$ cat config.mk
export PLATFORM = sky130hd
export DESIGN_NAME = dsp_backend
export DESIGN_NICKNAME = d
export VERILOG_FILES = /design/src/hw/dsp_pkg.sv /design/src/hw/ffe_slicer.sv /design/src/hw/decision_history.sv /design/src/hw/mlsd_checker.sv /design/src/hw/dsp_backend.sv
export VERILOG_INCLUDE_DIRS = /design/src /design/src/hw
export SDC_FILE = /design/constraint.sdc
export NUM_CORES = 2
export LEC_CHECK = 0
export BUFFER_PORTS_ARGS = -buffer_cell sky130_fd_sc_hd__buf_2
export CORE_ASPECT_RATIO = 0.6
export CORE_MARGIN = 2
export CORE_UTILIZATION = 50
export DETAILED_ROUTE_END_ITERATION = 7
export PLACE_DENSITY = 0.66
export SETUP_SLACK_MARGIN = 0.4
export SLEW_MARGIN = 10
export SYNTH_ARGS = -nofsm -noshare
export SYNTH_HDL_FRONTEND = slang
export SYNTH_SLANG_ARGS = --single-unit
$ cat constraint.sdc
create_clock -name clk -period 9.49 [get_ports clk]
set_input_delay 1.4235 -clock clk [delete_from_list [all_inputs] [get_ports clk]]
set_output_delay 1.4235 -clock clk [all_outputs]
set_load 0.1 [all_outputs]
$ cat src/hw/dsp_macros.svh
`ifndef DSP_MACROS_SVH
`define DSP_MACROS_SVH

// codes carried in one frame.
`define CHANNEL_WIDTH 4

// signed adc code width.
`define CODE_BITS 8

// ffe weights and channel estimate taps share this width.
`define WEIGHT_BITS 8

// equalizer output after shift and saturation.
`define EST_BITS 10

// right shift amount applied to the ffe sum.
`define SHIFT_BITS 3

// taps of the feed-forward equalizer.
`define FFE_TAPS 3

`endif

$ cat src/hw/dsp_pkg.sv
`include "dsp_macros.svh"

package dsp_pkg;

	// one signed adc sample.
	typedef logic signed [`CODE_BITS-1:0] code_t;

	// ffe weight or channel estimate tap.
	typedef logic signed [`WEIGHT_BITS-1:0] weight_t;

	// saturated equalizer output, also the slicer threshold.
	typedef logic signed [`EST_BITS-1:0] est_t;

	// fill state of the decision history.
	typedef enum logic {
		HIST_EMPTY,
		HIST_PRIMED
	} hist_state_t;

endpackage : dsp_pkg

$ cat src/hw/ffe_slicer.sv
`timescale 1ns/1ps
`include "dsp_macros.svh"

module ffe_slicer (
	input  logic                  clk,
	input  logic                  arst_n_i,
	input  logic                  valid_i,
	input  dsp_pkg::code_t        codes_i [`CHANNEL_WIDTH-1:0],
	input  dsp_pkg::weight_t      weights_i [`FFE_TAPS-1:0],
	input  logic [`SHIFT_BITS-1:0] ffe_shift_i,
	input  dsp_pkg::est_t         thresh_i,
	output logic                  valid_o,
	output dsp_pkg::est_t         est_o [`CHANNEL_WIDTH-1:0],
	output logic [`CHANNEL_WIDTH-1:0] bits_o,
	output dsp_pkg::code_t        codes_o [`CHANNEL_WIDTH-1:0]
);

	localparam int PROD_BITS = `CODE_BITS + `WEIGHT_BITS;
	localparam int SUM_BITS  = PROD_BITS + 2;
	localparam int TAIL      = `FFE_TAPS - 1;
	localparam int WIN       = `CHANNEL_WIDTH + TAIL;
	localparam int EST_MAX   = 2**(`EST_BITS-1) - 1;
	localparam int EST_MIN   = -(2**(`EST_BITS-1));

	// oldest code of the previous frame sits at index 0.
	dsp_pkg::code_t tail_q [TAIL-1:0];

	dsp_pkg::code_t window [WIN-1:0];
	logic signed [SUM_BITS-1:0] sum_c [`CHANNEL_WIDTH-1:0];
	logic signed [SUM_BITS-1:0] shifted [`CHANNEL_WIDTH-1:0];
	dsp_pkg::est_t est_next [`CHANNEL_WIDTH-1:0];
	logic [`CHANNEL_WIDTH-1:0] bits_next;

	// serial view of the codes, reaching back into the previous frame.
	always_comb begin
		for (int k = 0; k < TAIL; k++) begin
			window[k] = tail_q[k];
		end
		for (int k = 0; k < `CHANNEL_WIDTH; k++) begin
			window[k+TAIL] = codes_i[k];
		end
	end

	// tap j of channel c multiplies code n-j.
	always_comb begin
		logic signed [SUM_BITS-1:0] prod;
		prod = '0;
		for (int c = 0; c < `CHANNEL_WIDTH; c++) begin
			sum_c[c] = '0;
			for (int j = 0; j < `FFE_TAPS; j++) begin
				prod = weights_i[j] * window[c+TAIL-j];
				sum_c[c] = sum_c[c] + prod;
			end
		end
	end

	// shift, clip to the estimate range and slice.
	always_comb begin
		for (int c = 0; c < `CHANNEL_WIDTH; c++) begin
			shifted[c] = sum_c[c] >>> ffe_shift_i;
			if (shifted[c] > EST_MAX) begin
				est_next[c] = dsp_pkg::est_t'(EST_MAX);
			end else if (shifted[c] < EST_MIN) begin
				est_next[c] = dsp_pkg::est_t'(EST_MIN);
			end else begin
				est_next[c] = dsp_pkg::est_t'(shifted[c]);
			end
			bits_next[c] = (est_next[c] >= thresh_i);
		end
	end

	always_ff @(posedge clk or negedge arst_n_i) begin
		if (!arst_n_i) begin
			valid_o <= 1'b0;
			bits_o  <= '0;
			for (int k = 0; k < TAIL; k++) begin
				tail_q[k] <= '0;
			end
			for (int c = 0; c < `CHANNEL_WIDTH; c++) begin
				est_o[c]   <= '0;
				codes_o[c] <= '0;
			end
		end else begin
			valid_o <= valid_i;
			if (valid_i) begin
				bits_o <= bits_next;
				for (int k = 0; k < TAIL; k++) begin
					tail_q[k] <= codes_i[`CHANNEL_WIDTH-TAIL+k];
				end
				for (int c = 0; c < `CHANNEL_WIDTH; c++) begin
					est_o[c]   <= est_next[c];
					codes_o[c] <= codes_i[c];
				end
			end
		end
	end

endmodule : ffe_slicer

$ cat src/hw/decision_history.sv
`timescale 1ns/1ps
`include "dsp_macros.svh"

module decision_history (
	input  logic                      clk,
	input  logic                      arst_n_i,
	input  logic                      valid_i,
	input  dsp_pkg::code_t            codes_i [`CHANNEL_WIDTH-1:0],
	input  logic [`CHANNEL_WIDTH-1:0] bits_i,
	output logic                      valid_o,
	output dsp_pkg::code_t            codes_o [`CHANNEL_WIDTH-1:0],
	output logic [`CHANNEL_WIDTH-1:0] bits_o,
	output logic                      prev_bit_o,
	output logic                      next_bit_o
);

	dsp_pkg::hist_state_t state_q;

	// one frame delay, advancing only when a frame arrives.
	always_ff @(posedge clk or negedge arst_n_i) begin
		if (!arst_n_i) begin
			state_q    <= dsp_pkg::HIST_EMPTY;
			bits_o     <= '0;
			prev_bit_o <= 1'b0;
			for (int c = 0; c < `CHANNEL_WIDTH; c++) begin
				codes_o[c] <= '0;
			end
		end else if (valid_i) begin
			state_q <= dsp_pkg::HIST_PRIMED;
			bits_o  <= bits_i;
			// newest bit of the stored frame becomes the left neighbour.
			prev_bit_o <= bits_o[`CHANNEL_WIDTH-1];
			for (int c = 0; c < `CHANNEL_WIDTH; c++) begin
				codes_o[c] <= codes_i[c];
			end
		end
	end

	// the stored frame is checked once its right neighbour shows up.
	assign valid_o = valid_i && (state_q == dsp_pkg::HIST_PRIMED);

	assign next_bit_o = bits_i[0];

endmodule : decision_history

$ cat src/hw/mlsd_checker.sv
`timescale 1ns/1ps
`include "dsp_macros.svh"

module mlsd_checker (
	input  logic                      clk,
	input  logic                      arst_n_i,
	input  logic                      valid_i,
	input  dsp_pkg::code_t            codes_i [`CHANNEL_WIDTH-1:0],
	input  logic [`CHANNEL_WIDTH-1:0] bits_i,
	input  logic                      prev_bit_i,
	input  logic                      next_bit_i,
	input  dsp_pkg::weight_t          est_pre_i,
	input  dsp_pkg::weight_t          est_main_i,
	input  dsp_pkg::weight_t          est_post_i,
	output logic                      valid_o,
	output logic [`CHANNEL_WIDTH-1:0] checked_bits_o
);

	// three taps of +/- weight need two extra bits.
	localparam int EXP_BITS = `WEIGHT_BITS + 2;
	localparam int ERR_BITS = EXP_BITS + 1;

	logic [`CHANNEL_WIDTH-1:0] left_bit;
	logic [`CHANNEL_WIDTH-1:0] right_bit;
	logic signed [EXP_BITS-1:0] exp0 [`CHANNEL_WIDTH-1:0];
	logic signed [EXP_BITS-1:0] exp1 [`CHANNEL_WIDTH-1:0];
	logic [ERR_BITS-1:0] err0 [`CHANNEL_WIDTH-1:0];
	logic [ERR_BITS-1:0] err1 [`CHANNEL_WIDTH-1:0];
	logic [`CHANNEL_WIDTH-1:0] decision;

	// tap weight times the +1/-1 symbol of a bit.
	function automatic logic signed [EXP_BITS-1:0] apply_sym(
		input dsp_pkg::weight_t w,
		input logic b
	);
		logic signed [EXP_BITS-1:0] w_ext;
		w_ext = w;
		return b ? w_ext : -w_ext;
	endfunction

	function automatic logic [ERR_BITS-1:0] abs_err(
		input dsp_pkg::code_t code,
		input logic signed [EXP_BITS-1:0] expected
	);
		logic signed [ERR_BITS-1:0] diff;
		diff = code - expected;
		return (diff < 0) ? ERR_BITS'(-diff) : ERR_BITS'(diff);
	endfunction

	// neighbours come from the frame itself or from its edges.
	always_comb begin
		for (int c = 0; c < `CHANNEL_WIDTH; c++) begin
			left_bit[c]  = (c == 0) ? prev_bit_i : bits_i[(c+`CHANNEL_WIDTH-1)%`CHANNEL_WIDTH];
			right_bit[c] = (c == `CHANNEL_WIDTH-1) ? next_bit_i : bits_i[(c+1)%`CHANNEL_WIDTH];
		end
	end

	always_comb begin
		for (int c = 0; c < `CHANNEL_WIDTH; c++) begin
			exp0[c] = apply_sym(est_pre_i, right_bit[c]) + apply_sym(est_main_i, 1'b0)
				+ apply_sym(est_post_i, left_bit[c]);
			exp1[c] = apply_sym(est_pre_i, right_bit[c]) + apply_sym(est_main_i, 1'b1)
				+ apply_sym(est_post_i, left_bit[c]);
			err0[c] = abs_err(codes_i[c], exp0[c]);
			err1[c] = abs_err(codes_i[c], exp1[c]);
			// a tie leaves the slicer decision alone.
			if (err1[c] < err0[c]) begin
				decision[c] = 1'b1;
			end else if (err0[c] < err1[c]) begin
				decision[c] = 1'b0;
			end else begin
				decision[c] = bits_i[c];
			end
		end
	end

	always_ff @(posedge clk or negedge arst_n_i) begin
		if (!arst_n_i) begin
			valid_o        <= 1'b0;
			checked_bits_o <= '0;
		end else begin
			valid_o <= valid_i;
			if (valid_i) begin
				checked_bits_o <= decision;
			end
		end
	end

endmodule : mlsd_checker

$ cat src/hw/dsp_backend.sv
`timescale 1ns/1ps
`include "dsp_macros.svh"

module dsp_backend (
	input  logic                      clk,
	input  logic                      arst_n_i,
	input  logic                      valid_i,
	input  dsp_pkg::code_t            codes_i [`CHANNEL_WIDTH-1:0],
	input  dsp_pkg::weight_t          weights_i [`FFE_TAPS-1:0],
	input  logic [`SHIFT_BITS-1:0]    ffe_shift_i,
	input  dsp_pkg::est_t             thresh_i,
	input  dsp_pkg::weight_t          est_pre_i,
	input  dsp_pkg::weight_t          est_main_i,
	input  dsp_pkg::weight_t          est_post_i,
	output logic                      est_valid_o,
	output dsp_pkg::est_t             estimated_o [`CHANNEL_WIDTH-1:0],
	output logic                      checked_valid_o,
	output logic [`CHANNEL_WIDTH-1:0] checked_bits_o
);

	logic                      ffe_valid;
	dsp_pkg::est_t             ffe_est [`CHANNEL_WIDTH-1:0];
	logic [`CHANNEL_WIDTH-1:0] ffe_bits;
	dsp_pkg::code_t            ffe_codes [`CHANNEL_WIDTH-1:0];

	logic                      hist_valid;
	dsp_pkg::code_t            hist_codes [`CHANNEL_WIDTH-1:0];
	logic [`CHANNEL_WIDTH-1:0] hist_bits;
	logic                      prev_bit;
	logic                      next_bit;

	ffe_slicer ffe_slicer_i (
		.clk        (clk),
		.arst_n_i   (arst_n_i),
		.valid_i    (valid_i),
		.codes_i    (codes_i),
		.weights_i  (weights_i),
		.ffe_shift_i(ffe_shift_i),
		.thresh_i   (thresh_i),
		.valid_o    (ffe_valid),
		.est_o      (ffe_est),
		.bits_o     (ffe_bits),
		.codes_o    (ffe_codes)
	);

	decision_history decision_history_i (
		.clk       (clk),
		.arst_n_i  (arst_n_i),
		.valid_i   (ffe_valid),
		.codes_i   (ffe_codes),
		.bits_i    (ffe_bits),
		.valid_o   (hist_valid),
		.codes_o   (hist_codes),
		.bits_o    (hist_bits),
		.prev_bit_o(prev_bit),
		.next_bit_o(next_bit)
	);

	mlsd_checker mlsd_checker_i (
		.clk           (clk),
		.arst_n_i      (arst_n_i),
		.valid_i       (hist_valid),
		.codes_i       (hist_codes),
		.bits_i        (hist_bits),
		.prev_bit_i    (prev_bit),
		.next_bit_i    (next_bit),
		.est_pre_i     (est_pre_i),
		.est_main_i    (est_main_i),
		.est_post_i    (est_post_i),
		.valid_o       (checked_valid_o),
		.checked_bits_o(checked_bits_o)
	);

	// equalizer estimates leave one cycle after the input frame.
	assign est_valid_o = ffe_valid;
	assign estimated_o = ffe_est;

endmodule : dsp_backend

# Word-level counts from Yosys, hierarchy flattened
# Cells that the tools add are included.
[word_totals]
regBits = 120
latchBits = 0
mem_bits_rw = 0
rom_bits = 0
wordCells = 139
mem_count = 0
[op_classes]
addsub = 43
multipliers = 12
div_mod_pow = 0
n_lt_le_gt_ge = 28
n_eq_ne = 0
shift = 4
n_mux = 32
bitwise_logic = 0
n_reduce_logical = 1
[ops]
columns = ["cell", "count"]
rows = [
  ["multiplier 8 x 8 -> 16 bit", 12],
  ["2-to-1 mux 10 bit", 16],
  ["adder 18 bit", 8],
  ["adder 10 bit", 12],
  ["< comparator 11 x 1 -> 1 bit, second input constant", 8],
  ["< comparator 11 bit", 8],
  ["2-to-1 mux 11 bit", 8],
  ["negator 11 bit", 8],
  ["subtractor 8 x 10 -> 11 bit", 8],
  ["> comparator 18 x 10 -> 1 bit, second input constant", 4],
  ["< comparator 18 x 10 -> 1 bit, second input constant", 4],
  [">>> shifter 18 x 3 -> 18 bit", 4],
  ["adder 10 x 8 -> 10 bit", 4],
  ["greater-or-equal comparator 10 bit", 4],
  ["negator 8 -> 10 bit", 3],
  ["2-to-1 mux 1 bit", 8],
  ["logical AND 1 bit", 1],
]

# Longest topological paths before layout
[logic_depth]
word_depth = 10
mapped_depth = 48

# By module
# A second synthesis with hierarchy kept.
[unflattened]
cells_unflattened = 5885
area_unflattened_um2 = 52913.2
[by_module_without_submodules]
columns = ["mod", "instances", "cells_each", "area_per_inst_um2", "seq_area_each_um2"]
rows = [
  ["ffe_slicer", 1, 4316, 39963.3, 1926.8],
  ["mlsd_checker", 1, 1487, 11494.8, 125.1],
  ["decision_history", 1, 82, 1455.1, 950.9],
]

# Worst setup path before layout
# Ideal clock, no wire load.
[synth_timing]
kind = "in2reg"
from = "in weights_i[3] (netlist bit)"
to = "reg ffe_slicer_i.bits_o[3]"
arrival_time_ns = 9.729
t_required_ns = 9.358
slack_ns = -0.372
path_stages = 42
n_path_buf = 1
path_cell_list = "clkbuf_1 nand2_1 fa_1 fa_1 inv_1 fa_1 fa_1 ha_1 a21o_1 a21oi_1 o21bai_1 a21oi_1 nor2b_1 o21a_1 o21ai_0 nand2b_1 a21oi_1 xor2_1 (+6 left out) nor2_2 nor2_1 a211oi_1 nand4_1 o31ai_2 o21ai_0 nand2_1 ha_1 nor2b_1 o21a_1 o21a_1 o21a_1 o21ai_0 nand2b_1 a21oi_1 nor2b_1 o21ai_0 a211oi_1"
[synth_lines]
columns = ["item", "line_no", "source"]
rows = [
  ["start, declared", "dsp_backend.sv:9", "input dsp_pkg::weight_t weights_i [`FFE_TAPS-1:0],"],
  ["end signal, assigned", "ffe_slicer.sv:86", "bits_o <= bits_next;"],
  ["end, declared", "ffe_slicer.sv:14", "output logic [`CHANNEL_WIDTH-1:0] bits_o,"],
]

# Final worst setup path
[layout_timing]
from = "in weights_i[4] (netlist bit)"
to = "reg ffe_slicer_i.bits_o[2]"
[layout_between]
elab_chain_len = 8
word_cells_on_any_way = 9
cone_classes = "add/sub (2); mul (1); order compare (3); shift (1); mux (2)"
[layout_lines]
columns = ["item", "line_no", "source"]
rows = [
  ["multiplier 8 x 8 -> 16 bit *", "ffe_slicer.sv:51", "prod = weights_i[j] * window[c+TAIL-j];"],
  ["adder 18 bit * (2 in series)", "ffe_slicer.sv:52", "sum_c[c] = sum_c[c] + prod;"],
  [">>> shifter 18 x 3 -> 18 bit *", "ffe_slicer.sv:60", "shifted[c] = sum_c[c] >>> ffe_shift_i;"],
  ["< comparator 18 x 10 -> 1 bit", "ffe_slicer.sv:63", "end else if (shifted[c] < EST_MIN) begin"],
  ["2-to-1 mux 10 bit", "ffe_slicer.sv:63", ""],
  ["2-to-1 mux 10 bit *", "ffe_slicer.sv:61", "if (shifted[c] > EST_MAX) begin"],
  ["greater-or-equal comparator 10 bit *", "ffe_slicer.sv:68", "bits_next[c] = (est_next[c] >= thresh_i);"],
]
# Every way passes the cells marked *; elsewhere a longest branch is shown, timed or not.
# A chain may end at the register's enable or synchronous reset.

==> flow_summary.toml <==
[logic_synthesis]
ys_types = 92
syn_nets = 7814
synth_ff_type = "dfrtp_1"
synth_area_um2 = 53000
ys_seq_elements = 120
syn_area_per_cell_um2 = 8.46
synth-edff-count = 0
yosysWarningCount = 0
yosysTopAreaCell = "fa_1"
synth.area.top_cells = "fa_1, ha_1, inv_1, dfrtp_1, and2_1"
netlist.area_leader.share_pct = 30.6
postSynthCellCount = 6262
synth_seq_area_share_pct = 5.67
async_flop_share_pct = 100

[sta]
rsz0062_at_grt = "true"
hold_viol = 0
maxSlewHeadroom_pct = 19.3
period_needed_ps = 9820
final-setup-viol-count = 4
max_freq_ghz = 0.102
tightest_slew_ps = 1200
post-route-period-util_pct = 103
fin_skew_ps = 10.8
hold_ws_ps = 475
fin_ws_ps = -329
slew_violations = 0

[floorplanning]
io_pins = 142
die-width_um = 424
rows = 92
dieArea_um2 = 109000
fp.dieH_um = 256
coreArea_um2 = 105000
initial_core_util_pct = 50.4

[detailed_routing]
drt-initial-drc-count = 4225
drt-wirelength-per-cell_um = 19.9
vias_per_cell = 5.38
drtPass1Iterations = 8
antenna_left = 0
wl_mm = 169
remaining_drc_errors = 0
via_count = 45900

[cts]
hold_buffers = 0
worstSkewPairLatency_ps = 470
cts_tree = "yes"
clock_sinks = 120
clockRootBuffer = "clkbuf_16"
clk_transition_reported_paths_ps = 70
ctsHtreeMaxLevel = 4
clock_path_buffers = 2
numCtsBuffers = 17

[critical_path]
cp.arrival_ps = 10150
r2r_end = "ffe_slicer_i.bits_o[0]$_DFFE_PN0P_"
reg2reg_slack_ps = 150
worstSetupPathType = "in -> reg"
critPathMaxStageDelay_ps = 760
start_kind = "input pin"
path_buf_inv = 8
reg2reg_depth = 44
cp.required_ps = 9820
critical_path.startpoint = "weights_i[4]"
endpoint_kind = "flop"
crit_end = "ffe_slicer_i.bits_o[2]$_DFFE_PN0P_"
cp.depth = 45
crit_family = "adder cells"
crit_fanout = 9
slowest_stage = "fa_2"
regToRegStartpoint = "ffe_slicer_i.codes_o[29]$_DFFE_PN0P_"

[min_path]
hold_depth = 1
hold_class = "reg -> reg"

[cells_and_area]
design_area_um2 = 64100
area_growth_pct = 21.1
drive_gt1_share_pct = 20.8
fillCellCount = 9156
fin_nets = 8658

[grt]
grt_pass1_wl_mm = 268
grt_max_degree = 83
antenna_found_initial = 4
grt_usage_pct = 31.8
overflow = 0
first_global_vias = 46600

[placement]
gp_congestion = 1.03
placed_area_um2 = 61500
hpwl_mm = 144
port_buffers = 141

[outcome]
status = "finished, violations left"
violations = "setup timing"

[job]
maxCapViolCount = 0
worst min path at each step:
| stage | from | to | slack [ps] |
|---|---|---|---|
| after CTS | decision_history_i.state_q$_DFFE_PN0P_ | decision_history_i.state_q$_DFFE_PN0P_ | 480 |
| after global placement | decision_history_i.state_q$_DFFE_PN0P_ | decision_history_i.state_q$_DFFE_PN0P_ | 450 |
| final | decision_history_i.state_q$_DFFE_PN0P_ | decision_history_i.state_q$_DFFE_PN0P_ | 470 |
| after global routing | decision_history_i.state_q$_DFFE_PN0P_ | decision_history_i.state_q$_DFFE_PN0P_ | 500 |
| after floorplan | decision_history_i.state_q$_DFFE_PN0P_ | decision_history_i.state_q$_DFFE_PN0P_ | 440 |
| after detailed placement | decision_history_i.state_q$_DFFE_PN0P_ | decision_history_i.state_q$_DFFE_PN0P_ | 460 |
stage by stage:
step                utilization (%)  worst slack (ps)  std cells  setup TNS, ps
finish                         61.1              -329       8532           -818
global route                   61.1              -646       8530          -2290
CTS                            60.8              -124       8518           -177
detailed placement             58.6             -1190       8437          -5210
global placement               58.6             -1090       8437          -4150
floorplan                         -               186       6262              0
per-layer routing:
layer	GRT usage [%]	vias to the layer above	part of all wire, %
li1	-	21500	-
met3	10.6	139	12
met2	42.3	1900	38
met4	5.60	0	2.0
met5	0	-	0
met1	49.4	22400	48
sequential cells by signal (all words and copies together), names as in the netlist:
register,flops
decision_history_i.bits_o,4
decision_history_i.codes_o,32
decision_history_i.prev_bit_o,1
decision_history_i.state_q,1
ffe_slicer_i.bits_o,4
ffe_slicer_i.codes_o,32
ffe_slicer_i.est_o,40
ffe_slicer_i.valid_o,1
mlsd_checker_i.checked_bits_o,4
mlsd_checker_i.valid_o,1
layout make-up:
class	instances	area, µm²	area share, %
Antenna cell	3	7.51	0.0117
Tap cell	1410	1760	2.75
Clock inverter	14	186	0.291
Sequential cell	120	3000	4.68
Inverter	1304	4900	7.64
Multi-Input combinational cell	4612	45500	71.0
Clock buffer	18	429	0.669
Timing Repair Buffer	1051	8330	13.0
placed cells by master (no fill, tap or decap), drive strengths merged, types with 162 or more instances in the layout:
| master | count |
|---|---|
| fa | 809 |
| o21ai | 185 |
| and2 | 437 |
| a21oi | 254 |
| inv | 1307 |
| xnor2 | 307 |
| xor2 | 162 |
| nor2 | 337 |
| buf | 1050 |
| ha | 647 |
| nand2 | 445 |
kinds of logic (layout without fill, tap and decap cells):
group / after synthesis / after routing / synth area share, %
buffers and inverters: 1530 / 2387 / 10.9
other: 0 / 3 / 0
and+or+nand+nor: 1629 / 1629 / 15.5
adders and majority gates: 1456 / 1456 / 45.9
xor gates and xnor gates: 469 / 469 / 7.76
AOI/OAI and AO/OA: 914 / 914 / 11.3
muxes: 144 / 144 / 3.03
DFF: 120 / 120 / 5.67
synthesized netlist by cell type (all sizes together), types with 22 or more instances:
library cell,number
nand2b,83
o21ai,185
xor2,162
xnor2,307
o21bai,90
nor3b,22
and2,437
fa,809
a21oi,254
a31oi,25
nor2,337
a21o,72
buf,39
nand4,44
a21boi,23
o21a,68
mux2i,53
a211oi,36
o31ai,23
ha,647
dfrtp,120
clkbuf,187
nor2b,46
or3,27
inv,1299
nor3,73
o211ai,24
nand2,445
nand3,47
mux2,87
repair_timing:
action | 4_1_cts | 5_1_grt
gates cloned | 1 | 0
pin swaps | 124 | 52
endpoints found under the setup margin | 11 | 15
buffers inserted | 48 | 11
resized for setup | 309 | 55
Power is left out: the tool's default activity adds up to more than one toggle a clock period on the data nets, which glitch-free logic cannot reach.
